[config.mk]
export PLATFORM = sky130hd
export DESIGN_NAME = packet_builder
export DESIGN_NICKNAME = d
export VERILOG_FILES = /design/src/common/idt_pkg.sv /design/src/design/packet_builder.sv
export VERILOG_INCLUDE_DIRS = /design/src /design/src/common
export SDC_FILE = /design/constraint.sdc
export NUM_CORES = 1
export LEC_CHECK = 0
export BUFFER_PORTS_ARGS = -buffer_cell sky130_fd_sc_hd__clkbuf_2
export CAP_MARGIN = 20
export CORE_AREA = 4 4 99 101
export DETAILED_ROUTE_END_ITERATION = 10
export DIE_AREA = 0 0 103 105
export PLACE_DENSITY = 0.66
export SLEW_MARGIN = 20
export SYNTH_ARGS = -nofsm -noshare
export SYNTH_HDL_FRONTEND = slang
export SYNTH_SLANG_ARGS = --single-unit
[constraint.sdc]
create_clock -name vclk -period 1.2
set_input_delay 0.06 -clock vclk [all_inputs]
set_output_delay 0.06 -clock vclk [all_outputs]
set_load 0.005 [all_outputs]
[src/common/idt_params.svh]
`ifndef IDT_PARAMS_SVH
`define IDT_PARAMS_SVH

// Vector numbers
`define IDT_VEC_PROTECTION  32'd13
`define IDT_VEC_PAGE_FAULT  32'd14
`define IDT_VEC_INTERRUPT   32'd15

`define IDT_GATE_SHIFT      3           // 8-byte gates

// Injected opcode bytes, first byte at the left
`define OPC_PUSH_IMM        8'h68
`define OPC_MOV_EAX_MOFFS   8'hA1
`define OPC_XCHG_AX_BX      16'h6693
`define OPC_SAR_EAX_4       24'hC1F804
`define OPC_MOV_CS_AX       24'h668EC8
`define OPC_JMP_EBX         16'hFFE3
`define OPC_RET_FAR         8'hCB
`define OPC_POP_EFLAGS      8'h58       // POP into EAX, loads EFLAGS

`endif

[src/common/idt_pkg.sv]
package idt_pkg;

    // One-hot-ish cause from write-back, lowest bit wins
    typedef struct packed {
        logic interrupt;    // bit 2
        logic page_fault;   // bit 1
        logic protection;   // bit 0
    } ie_cause_t;

    typedef enum logic [3:0] {
        IDLE        = 4'd0,
        FLUSH       = 4'd1,
        PUSH_EFLAGS = 4'd2,
        PUSH_CS     = 4'd3,
        PUSH_EIP    = 4'd4,
        LOAD_LO     = 4'd5,
        LOAD_HI     = 4'd6,
        XCHG        = 4'd7,
        SAR         = 4'd8,
        MOV_CS      = 4'd9,
        JMP         = 4'd10,
        RET_FAR     = 4'd11,
        POP_EFLAGS  = 4'd12
    } seq_state_t;

    typedef struct packed {
        logic [31:0] eip;
        logic [15:0] cs;
        logic [17:0] eflags;
    } wb_context_t;

    // Gate entry, low and high dwords
    typedef struct packed {
        logic [31:0] entry_lo;
        logic [31:0] entry_hi;
    } gate_addr_t;

    typedef struct packed {
        logic [7:0]  opcode;
        logic [31:0] imm32;     // little-endian bytes
        logic [87:0] pad;
    } imm_form_t;

    // Fetch packet, byte 0 is the first instruction byte
    typedef union packed {
        logic [0:15][7:0] raw;
        imm_form_t        imm_form;
    } fetch_packet_u;

endpackage

[src/design/packet_builder.sv]
`include "idt_params.svh"

module packet_builder
    import idt_pkg::*;
(
    input  seq_state_t    state,
    input  wb_context_t   ctx_q,
    input  gate_addr_t    gate_q,
    output fetch_packet_u packet
);

    // Immediates go out little-endian
    function automatic logic [31:0] swap32(input logic [31:0] w);
        return {w[7:0], w[15:8], w[23:16], w[31:24]};
    endfunction

    always_comb begin
        packet = '0;
        case (state)
            PUSH_EFLAGS: begin
                packet.imm_form.opcode = `OPC_PUSH_IMM;
                packet.imm_form.imm32  = swap32({14'd0, ctx_q.eflags});
            end
            PUSH_CS: begin
                packet.imm_form.opcode = `OPC_PUSH_IMM;
                packet.imm_form.imm32  = swap32({16'd0, ctx_q.cs});
            end
            PUSH_EIP: begin
                packet.imm_form.opcode = `OPC_PUSH_IMM;
                packet.imm_form.imm32  = swap32(ctx_q.eip);
            end
            LOAD_LO: begin
                packet.imm_form.opcode = `OPC_MOV_EAX_MOFFS;   // handler offset half
                packet.imm_form.imm32  = swap32(gate_q.entry_lo);
            end
            LOAD_HI: begin
                packet.imm_form.opcode = `OPC_MOV_EAX_MOFFS;
                packet.imm_form.imm32  = swap32(gate_q.entry_hi);
            end
            XCHG: begin
                {packet.raw[0], packet.raw[1]} = `OPC_XCHG_AX_BX;
            end
            SAR: begin
                {packet.raw[0], packet.raw[1], packet.raw[2]} = `OPC_SAR_EAX_4;
            end
            MOV_CS: begin
                {packet.raw[0], packet.raw[1], packet.raw[2]} = `OPC_MOV_CS_AX;
            end
            JMP: begin
                {packet.raw[0], packet.raw[1]} = `OPC_JMP_EBX;
            end
            RET_FAR: begin
                packet.raw[0] = `OPC_RET_FAR;
            end
            POP_EFLAGS: begin
                packet.raw[0] = `OPC_POP_EFLAGS;
            end
            default: begin
                packet = '0;    // IDLE and FLUSH
            end
        endcase
    end

endmodule

==> summary.txt <==
Floorplan
  – Starting Density: 0.238
  – Full die area: around 11000 um2
  – Die width: 103 um
  – Rows: 35
  – Core region area: between 9000 and 10000 um2
  – Die height: 105 um
  – I/O pins: between 200 and 300

Global route
  – Initial antenna violation count: 0
  – Vias in the first global route: 2721
  – First-pass GRT wire length: 14200 um
  – GRT Total Usage: 0.165
  – Maximum number of pins on one net before global-route repair: 19
  – Total grt overflow: 0

Timing
  – Slew Limit Fails: 0
  – Final period util: 1.07
  – Post-route setup slack: -0.0841 ns
  – Setup tns final: -0.672 ns
  – Fmax: a little under 800 MHz
  – Minimum clock period: 1.28 ns
  – Setup Viol. Count Final: 17
  – Fin. Hold Viols: 0
  – RSZ-0062 raised after global routing: yes

Drt
  – DR WL/cell: ~16 um
  – Routed Antenna Nets: 0
  – Vias per cell: 4.57
  – Via count: 2809
  – DR DRC count: 0
  – Initial DRC count: just under 80
  – Drt first pass iters: 5
  – Total wire length: 10100 um

Synth
  – Synth top cells by count: buf_4 (94), nand2_1 (35), a21oi_1 (24)
  – Count leader, synth: buf_4
  – Yosys cell types: 42
  – Area fraction of the dominant cell type after synthesis: 0.329
  – Syn Std Cell Area: roughly 2100 um2
  – Post-synthesis sequential area ratio: 0
  – Post-Synthesis Cells: 303
  – Syn avg cell area: 7.08 um2
  – Area leader, netlist: buf_4
  – Area contributors post-synth: buf_4 (33%), a22oi_1 (7.4%), mux2_2 (7.4%)
  – Synth warnings: 0

Critical path
  – WP data required: around 1.1 ns
  – Biggest cell delay along the critical path: ~0.18 ns
  – Crit Path Max Fanout: 11
  – Crit-path slowest cell: a22oi_1
  – Critical Path End Type: output pin
  – CP endpoint: packet[105]
  – CP startpoint kind: primary input
  – Critical Path Source: state[2]
  – Arrival time worst endpoint: 1.22 ns
  – Critical path type: primary input to output pin
  – Worst path cell trace: clkbuf_4 -> buf_4 -> nor2b_4 -> buf_6 -> buf_12 -> a22oi_1 -> o221ai_1 -> clkbuf_2

Finish
  – Reg area: 0 um2
  – Share of cells above drive strength 1: 0.560
  – Area Growth Syn to Fin: 60.7%
  – CLK BUF: 0
  – Fin area: 3450 um2
  – FF+latch count: 0
  – Antenna cells: 0
  – Nets@finish: 640

Power
  – Clk pwr share: 0
  – Share of power burned in registers: 0
  – Power per standard cell area: 328 nW/um2
  – Internal: 0.000594 W
  – Total chip power: about 0.0011 W
  – Combinational fraction of design power: 1.000
  – Leak: about 1.8 nW
  – Sw Pwr: ~0.00054 W
  – Worst VDD drop: 0.170 mV
  – Net Sw Frac: 0.476

Place
  – DP Worst Slack: -0.150 ns
  – Hpwl dp: 8110 um
  – Post-DP Area: 3020 um2
  – Gpl congestion: between 0.8 and 0.9
  – IO Port Bufs: roughly 170

Hold path
  – Worst Hold Class: primary input to output pin

Run status
  – Status: finished, violations left
  – Failing checks: setup timing

Flow run
  – Max-cap violation count: 0
==> worst min-delay path by stage <==
stage               start           to  slack [ns]  cells after the start
2_1_floorplan   ctx_q[40]  packet[118]        0.22                      2
3_3_place_gp   gate_q[57]   packet[89]        0.40                      4
3_5_place_dp   gate_q[53]  packet[101]        0.40                      4
4_1_cts         ctx_q[40]  packet[118]        0.40                      4
5_1_grt        gate_q[57]   packet[89]        0.42                      4
6_report        ctx_q[40]  packet[118]        0.40                      4
==> area by class of cell <==
| cell class | count | area, um2 |
|---|---|---|
| well taps | 111 | 139 |
| multi-input cells | 271 | 1780 |
| fillers | 946 | 5570 |
| repair buffers | 231 | 1520 |
| inverters | 2 | 11.3 |
==> routing by layer <==
layer / part of all wire / track usage / vias to the layer above / routed length [um]
met4: 0.016 / 0.0204 / 0 / 160
met3: 0.069 / 0.0140 / 17 / 696
li1: - / - / 1323 / -
met1: 0.40 / 0.212 / 1310 / 4080
met5: 0 / 0 / - / 0
met2: 0.51 / 0.301 / 159 / 5150
==> cell usage in the layout, fill, tap and decap left out, types with 3 or more instances in the layout <==
cell / n
clkbuf_2: 159
conb_1: 88
buf_4: 40
nand2_1: 34
mux2_2: 14
a21oi_1: 14
a22oi_1: 13
buf_2: 11
a21oi_2: 10
o221ai_1: 9
a22oi_2: 8
buf_6: 7
nand2b_1: 6
nand3b_1: 6
buf_12: 6
mux2i_1: 4
mux2_1: 4
a32oi_1: 4
nor2_1: 4
o21ai_1: 3
nor2b_1: 3
a221o_1: 3
and3b_1: 3
nand3_1: 3
o211ai_1: 3
clkbuf_16: 3
==> logic make-up after synthesis <==
| logic type | after synthesis | share of synthesized area |
|---|---|---|
| buffers and inverters | 119 | 0.399 |
| AOI/OAI and AO/OA | 86 | 0.282 |
| muxes | 22 | 0.113 |
| other | 1 | 0.00175 |
| and+or+nand+nor | 75 | 0.204 |
==> worst max-delay path: cells and delay by family <==
kind	cells	cell delay, ns
compound gates	2	0.31
buf+inv	5	0.71
simple gates	1	0.13
==> metrics by stage <==
stage / hold slack [ns] / util / instances
6_report: 0.401 / 0.382 / 615
5_1_grt: 0.416 / 0.382 / 615
2_1_floorplan: 0.216 / - / 390
3_3_place_gp: 0.401 / 0.334 / 604
3_5_place_dp: 0.401 / 0.334 / 604
4_1_cts: 0.403 / 0.368 / 613
==> power by group through the flow <==
| stage | combinational, W | sequential [W] | clock, W |
|---|---|---|---|
| after floorplan | 0.000682 | 0 | 0 |
| after global routing | 0.00124 | 0 | 0 |
| after CTS | 0.00108 | 0 | 0 |
| after detailed placement | 0.000955 | 0 | 0 |
| after global placement | 0.000936 | 0 | 0 |
| final | 0.00113 | 0 | 0 |
==> what timing repair did <==
action                                 4_1_cts  5_1_grt
setup buffers                                6        2
resized for setup                           37       35
setup endpoints to repair                   20       35
endpoints found under the hold margin        0        0
pin swaps                                   15        8
gates cloned                                 3        1
hold buffers                                 0        0
Note: power is estimated with default switching activity, not from simulation.
