### src/common/idt_params.svh
`ifndef IDT_PARAMS_SVH
`define IDT_PARAMS_SVH

// Vector numbers
`define IDT_VEC_PROTECTION  32'd13
`define IDT_VEC_PAGE_FAULT  32'd14
`define IDT_VEC_INTERRUPT   32'd15

`define IDT_GATE_SHIFT      3           // 8-byte gates

// Injected opcode bytes, first byte at the left
`define OPC_PUSH_IMM        8'h68
`define OPC_MOV_EAX_MOFFS   8'hA1
`define OPC_XCHG_AX_BX      16'h6693
`define OPC_SAR_EAX_4       24'hC1F804
`define OPC_MOV_CS_AX       24'h668EC8
`define OPC_JMP_EBX         16'hFFE3
`define OPC_RET_FAR         8'hCB
`define OPC_POP_EFLAGS      8'h58       // POP into EAX, loads EFLAGS

`endif

### src/common/idt_pkg.sv
package idt_pkg;

    // One-hot-ish cause from write-back, lowest bit wins
    typedef struct packed {
        logic interrupt;    // bit 2
        logic page_fault;   // bit 1
        logic protection;   // bit 0
    } ie_cause_t;

    typedef enum logic [3:0] {
        IDLE        = 4'd0,
        FLUSH       = 4'd1,
        PUSH_EFLAGS = 4'd2,
        PUSH_CS     = 4'd3,
        PUSH_EIP    = 4'd4,
        LOAD_LO     = 4'd5,
        LOAD_HI     = 4'd6,
        XCHG        = 4'd7,
        SAR         = 4'd8,
        MOV_CS      = 4'd9,
        JMP         = 4'd10,
        RET_FAR     = 4'd11,
        POP_EFLAGS  = 4'd12
    } seq_state_t;

    typedef struct packed {
        logic [31:0] eip;
        logic [15:0] cs;
        logic [17:0] eflags;
    } wb_context_t;

    // Gate entry, low and high dwords
    typedef struct packed {
        logic [31:0] entry_lo;
        logic [31:0] entry_hi;
    } gate_addr_t;

    typedef struct packed {
        logic [7:0]  opcode;
        logic [31:0] imm32;     // little-endian bytes
        logic [87:0] pad;
    } imm_form_t;

    // Fetch packet, byte 0 is the first instruction byte
    typedef union packed {
        logic [0:15][7:0] raw;
        imm_form_t        imm_form;
    } fetch_packet_u;

endpackage

### src/design/ie_sequencer.sv
module ie_sequencer
    import idt_pkg::*;
(
    input  logic        clk,
    input  logic        reset,
    input  logic        enable,
    input  logic        ie,
    input  logic        is_iretd,
    input  gate_addr_t  gate,
    input  wb_context_t wb_ctx,
    output seq_state_t  state,
    output wb_context_t ctx_q,
    output gate_addr_t  gate_q,
    output logic        packet_select,
    output logic        flush_pipe,
    output logic        ld_eip,
    output logic        is_pop_eflags
);

    seq_state_t next_state;
    logic       capture;

    assign capture = (state == IDLE) && ie;

    always_comb begin
        case (state)
            IDLE: begin
                if (ie) begin
                    next_state = FLUSH;
                end else if (is_iretd) begin
                    next_state = RET_FAR;
                end else begin
                    next_state = IDLE;
                end
            end
            FLUSH:       next_state = PUSH_EFLAGS;
            PUSH_EFLAGS: next_state = PUSH_CS;
            PUSH_CS:     next_state = PUSH_EIP;
            PUSH_EIP:    next_state = LOAD_LO;
            LOAD_LO:     next_state = LOAD_HI;
            LOAD_HI:     next_state = XCHG;
            XCHG:        next_state = SAR;
            SAR:         next_state = MOV_CS;
            MOV_CS:      next_state = JMP;
            JMP:         next_state = IDLE;
            RET_FAR:     next_state = POP_EFLAGS;     // IRETD path
            POP_EFLAGS:  next_state = IDLE;
            default:     next_state = IDLE;
        endcase
    end

    // Pipeline freeze holds everything
    always_ff @(posedge clk) begin
        if (reset) begin
            state <= IDLE;
        end else if (enable) begin
            state <= next_state;
        end
    end

    always_ff @(posedge clk) begin
        if (reset) begin
            ctx_q  <= '0;
            gate_q <= '0;
        end else if (enable && capture) begin
            ctx_q  <= wb_ctx;
            gate_q <= gate;
        end
    end

    assign flush_pipe    = (state == FLUSH);
    assign packet_select = state inside {PUSH_EFLAGS, PUSH_CS, PUSH_EIP, LOAD_LO, LOAD_HI,
                                         XCHG, SAR, MOV_CS, JMP, RET_FAR, POP_EFLAGS};
    assign ld_eip        = state inside {JMP, RET_FAR};
    assign is_pop_eflags = (state == POP_EFLAGS);

    // Captured context stays fixed for the whole sequence
    a_no_accept_busy: assert property (
        @(posedge clk) disable iff (reset)
        (enable && state != IDLE) |=> ($stable(ctx_q) && $stable(gate_q))
    );

    // Flush stands alone and the first push follows it
    a_flush_alone: assert property (
        @(posedge clk) disable iff (reset)
        flush_pipe |-> !packet_select
    );

    a_flush_then_packet: assert property (
        @(posedge clk) disable iff (reset)
        (flush_pipe && enable) |=> (packet_select && !flush_pipe)
    );

endmodule

### config.mk
export PLATFORM = sky130hd
export DESIGN_NAME = ie_sequencer
export DESIGN_NICKNAME = d
export VERILOG_FILES = /design/src/common/idt_params.svh /design/src/common/idt_pkg.sv /design/src/design/ie_sequencer.sv
export SDC_FILE = /design/constraint.sdc
export NUM_CORES = 1
export LEC_CHECK = 0
export BUFFER_PORTS_ARGS = -buffer_cell sky130_fd_sc_hd__buf_2
export CAP_MARGIN = 20
export CORE_UTILIZATION = 43
export CTS_CLUSTER_SIZE = 10
export DETAILED_ROUTE_END_ITERATION = 10
export PLACE_DENSITY = 0.77
export SYNTH_ARGS = -nofsm -noshare
export SYNTH_HDL_FRONTEND = slang
export SYNTH_SLANG_ARGS = --single-unit
### constraint.sdc
create_clock -name clk -period 1.5 [get_ports clk]
set_clock_uncertainty 0.05 [all_clocks]
set_input_delay 0.075 -clock clk [delete_from_list [all_inputs] [get_ports clk]]
set_output_delay 0.075 -clock clk [all_outputs]
set_load 0.005 [all_outputs]
==> impl_summary.txt <==
----------------------------------------------------
[GRT]
  Number of global-route vias before repair ... 5507
  Wire length of the first global-routing pass ... 26100 um
  Maximum number of pins on one net before global-route repair ... 111
  Overall overflow remaining after global route ... 0
  GRT Util Overall ... 22.5%
  Antenna violations before repair ... 0

[STA]
  Period utilisation layout ... 101%
  Highest Clock Rate ... 0.662 GHz
  Worst slew margin relative to its limit ... 77.7%
  Final worst-path setup slack ... -0.0113 ns
  Setup violations, final ... 1
  Unrepaired setup endpoints after global routing ... true
  Min Clock Period, post-route ... 1.51 ns
  Slew at the pin closest to its max-slew limit ... 0.335 ns
  Hold_ws ... 0.149 ns
  Final Hold Violating Endpoints ... 0
  Number of max-slew violations in the final report ... 0

[Power and ir drop]
  Cell leakage power ... 4.47 nW
  Power, Total ... 9.88 mW
  Maximum VDD drop ... 0.723 mV
  Pwr/cell area ... 988 mW/mm^2

[Floorplanning]
  Die span in x ... 122 um
  Area of the die ... 0.0148 mm^2
  Die height ... 122 um
  Initial core utilization ... 44.3%
  Number of primary I/O pins ... 273
  Site row count ... 43
  Total core area ... 0.0139 mm^2

[Final layout]
  Post-layout instance area ... 0.0100 mm^2
  Filler Cells Inserted ... 926
  Layout Area Growth over Synthesis ... 62.1%
  Most common cell after layout, fill and taps aside ... buf_2
  Share of cells above drive strength 1 ... 34.4%
  Final non-filler cell total ... 1211
  Final Net Count ... 1153
  Antenna diodes ... 0
  Leading cell types in the layout, fill and taps excluded ... buf_2, nand2b_1, dlygate4sd3_1

[Critical path]
  Nature of the critical path endpoint ... register
  Launch instance of the worst register-to-register path ... state[3]
  Reg-to-reg endpoint ... gate_q[57]
  Highest net fanout along the worst path ... 9
  Signal arrival time at the worst endpoint ... 1.80 ns
  Startpoint Class ... primary input
  R2r worst-path depth ... 5
  Required time at the worst-slack endpoint ... 1.78 ns
  Worst setup path category ... primary input to register
  Minimum setup slack among reg-to-reg paths ... -0.01 ns

[Worst hold path]
  End of the worst hold path ... gate_q[42]
  HP Class ... primary input to register
  Hold Crit Start ... reset
  Worst Hold Depth ... 3

[Placement]
  Post-detailed-placement cell area ... 0.00768 mm^2
  Last weighted congestion value of the routability-driven placer ... 0.771
  IO buf count ... 272
  Instance count after placement with tap cells included ... 1030
  Estimated wirelength of the detail-placed design ... 9670 um

[Synthesis]
  Post-synthesis average cell area ... 10.2 um^2
  Most area-consuming cells after synthesis ... dfxtp_1, nand2b_1, mux2i_1
  Cell type contributing the most total cell area after synthesis ... dfxtp_1
  Post-synth net total ... 739
  Synthesized instance count ... 604
  Total of warnings raised by yosys ... 0
  Distinct cells, synth ... 24
  Flip-flop and latch count after synthesis ... 134
  Syn Std Cell Area ... 0.00617 mm^2
  Area share of the largest cell type after synthesis ... 43.5%
  Part of the Yosys area used for sequential elements ... 43.5%

[Clock network]
  Clock network latency to the later pin of the worst-skew pair ... 0.41 ns
  TritonCTS clock tree ... yes
  Number of buffers created by CTS ... 17
  Clock tree root driver cell ... clkbuf_16
  Clk sinks ... 134
  Longest Clk Path Bufs ... 2
  CTS HTree Levels ... 4
  Register clock-pin slew on the reported worst setup and hold paths ... 0.06 ns

[Route]
  Detail Route Antenna Nets ... 0
  Detailed-route DRC error count ... 0
  Number of DRC markers after the initial detailed-route iteration ... 257
  Via count normalized by instance count ... 4.66
  Number of detailed-routing iterations run before antenna repair ... 4
  Routed wire per std cell ... 15.2 um
  Via count of the routed design ... 5638
  Wire length after detailed routing ... 18300 um

[Run status]
  Status ... finished with violations
  Violations in the final reports ... setup timing

[Flow run]
  Maximum capacitance violations ... 0

----------------------------------------------------
## repair_timing
item / in CTS / in global routing
buffers inserted: 3 / 5
cloned: 0 / 8
endpoints found under the hold margin: 134 / 0
resized for setup: 3 / 25
endpoints found under the setup margin: 8 / 101
hold buffers: 133 / 0
pin swaps: 0 / 1
## worst max-delay path by stage
stage	to	slack [ns]	cells after the start	start
after floorplan	ctx_q[0]	0.009	7	state[0]
after global placement	gate_q[36]	0.11	5	state[0]
after detailed placement	gate_q[62]	0.04	5	state[1]
after CTS	gate_q[41]	0.004	5	state[1]
after global routing	gate_q[22]	-0.05	5	state[3]
final	gate_q[57]	-0.01	7	enable
## cells in the mapped netlist
cell type and n:
nor4b_1 2, mux2i_1 130, nor2_1 5, inv_1 2, a21oi_1 4, nand2_1 3, a221oi_1 1, buf_2 1
buf_4 4, nor3_1 2, nand2b_1 260, o211ai_1 1, and4b_1 1, dfxtp_1 134, nor3b_1 1, nand4b_1 1
a31oi_1 1, or4_1 1, clkbuf_1 32, o2111ai_1 1, nand3_1 1, nor2b_2 1, o21ai_0 4, buf_12 11
## cell type report
cell class	count	area (um^2)	area share, %
Timing Repair Buffer	443	3300	33.0
Multi-Input combinational cell	420	3170	31.7
Sequential cell	134	2690	26.9
Clock buffer	18	439	4.39
Tap cell	180	225	2.25
Clock inverter	14	175	1.75
Inverter	2	7.51	0.0750
## metal layers
metal	up-vias	routed length (um)	track usage, %
met2	224	9620	39.8
met4	0	592	12.2
li1	2788	-	-
met1	2581	7010	24.0
met5	-	0	0
met3	45	1130	6.60
## per-stage QoR
| stage | util [%] | setup WS (ns) | TNS (ns) |
|---|---|---|---|
| 2_1_floorplan | - | 0.00895 | 0 |
| 3_3_place_gp | 55.1 | 0.113 | 0 |
| 3_5_place_dp | 55.1 | 0.0425 | 0 |
| 4_1_cts | 69.3 | 0.00398 | 0 |
| 5_1_grt | 71.8 | -0.0464 | -0.382 |
| 6_report | 71.8 | -0.0113 | -0.0113 |
## sequential cells by signal, summed over array words and instances (netlist names)
signal and count:
state 4, ctx_q 66, gate_q 64
## cell families (layout without fill, tap and decap cells)
family	after synthesis	after routing	share of synthesized area, %
compound gates	12	12	1.16
buf+inv	50	477	6.21
flops	134	134	43.5
mux	130	130	21.1
simple gates	278	278	28.1
## power breakdown
part           switching, mW  total, mW  internal, mW
Clock                   1.64       4.32          2.68
Sequential             0.110       3.87          3.76
Combinational          0.665       1.70          1.03
## critical path: stages
cell and delay, ns:
dlygate4sd3_1 0.54, buf_6 0.12, nor2b_4 0.14, and4b_4 0.31
buf_12 0.19, buf_16 0.16, mux2i_4 0.24
Note: power is estimated with default switching activity, not from simulation.
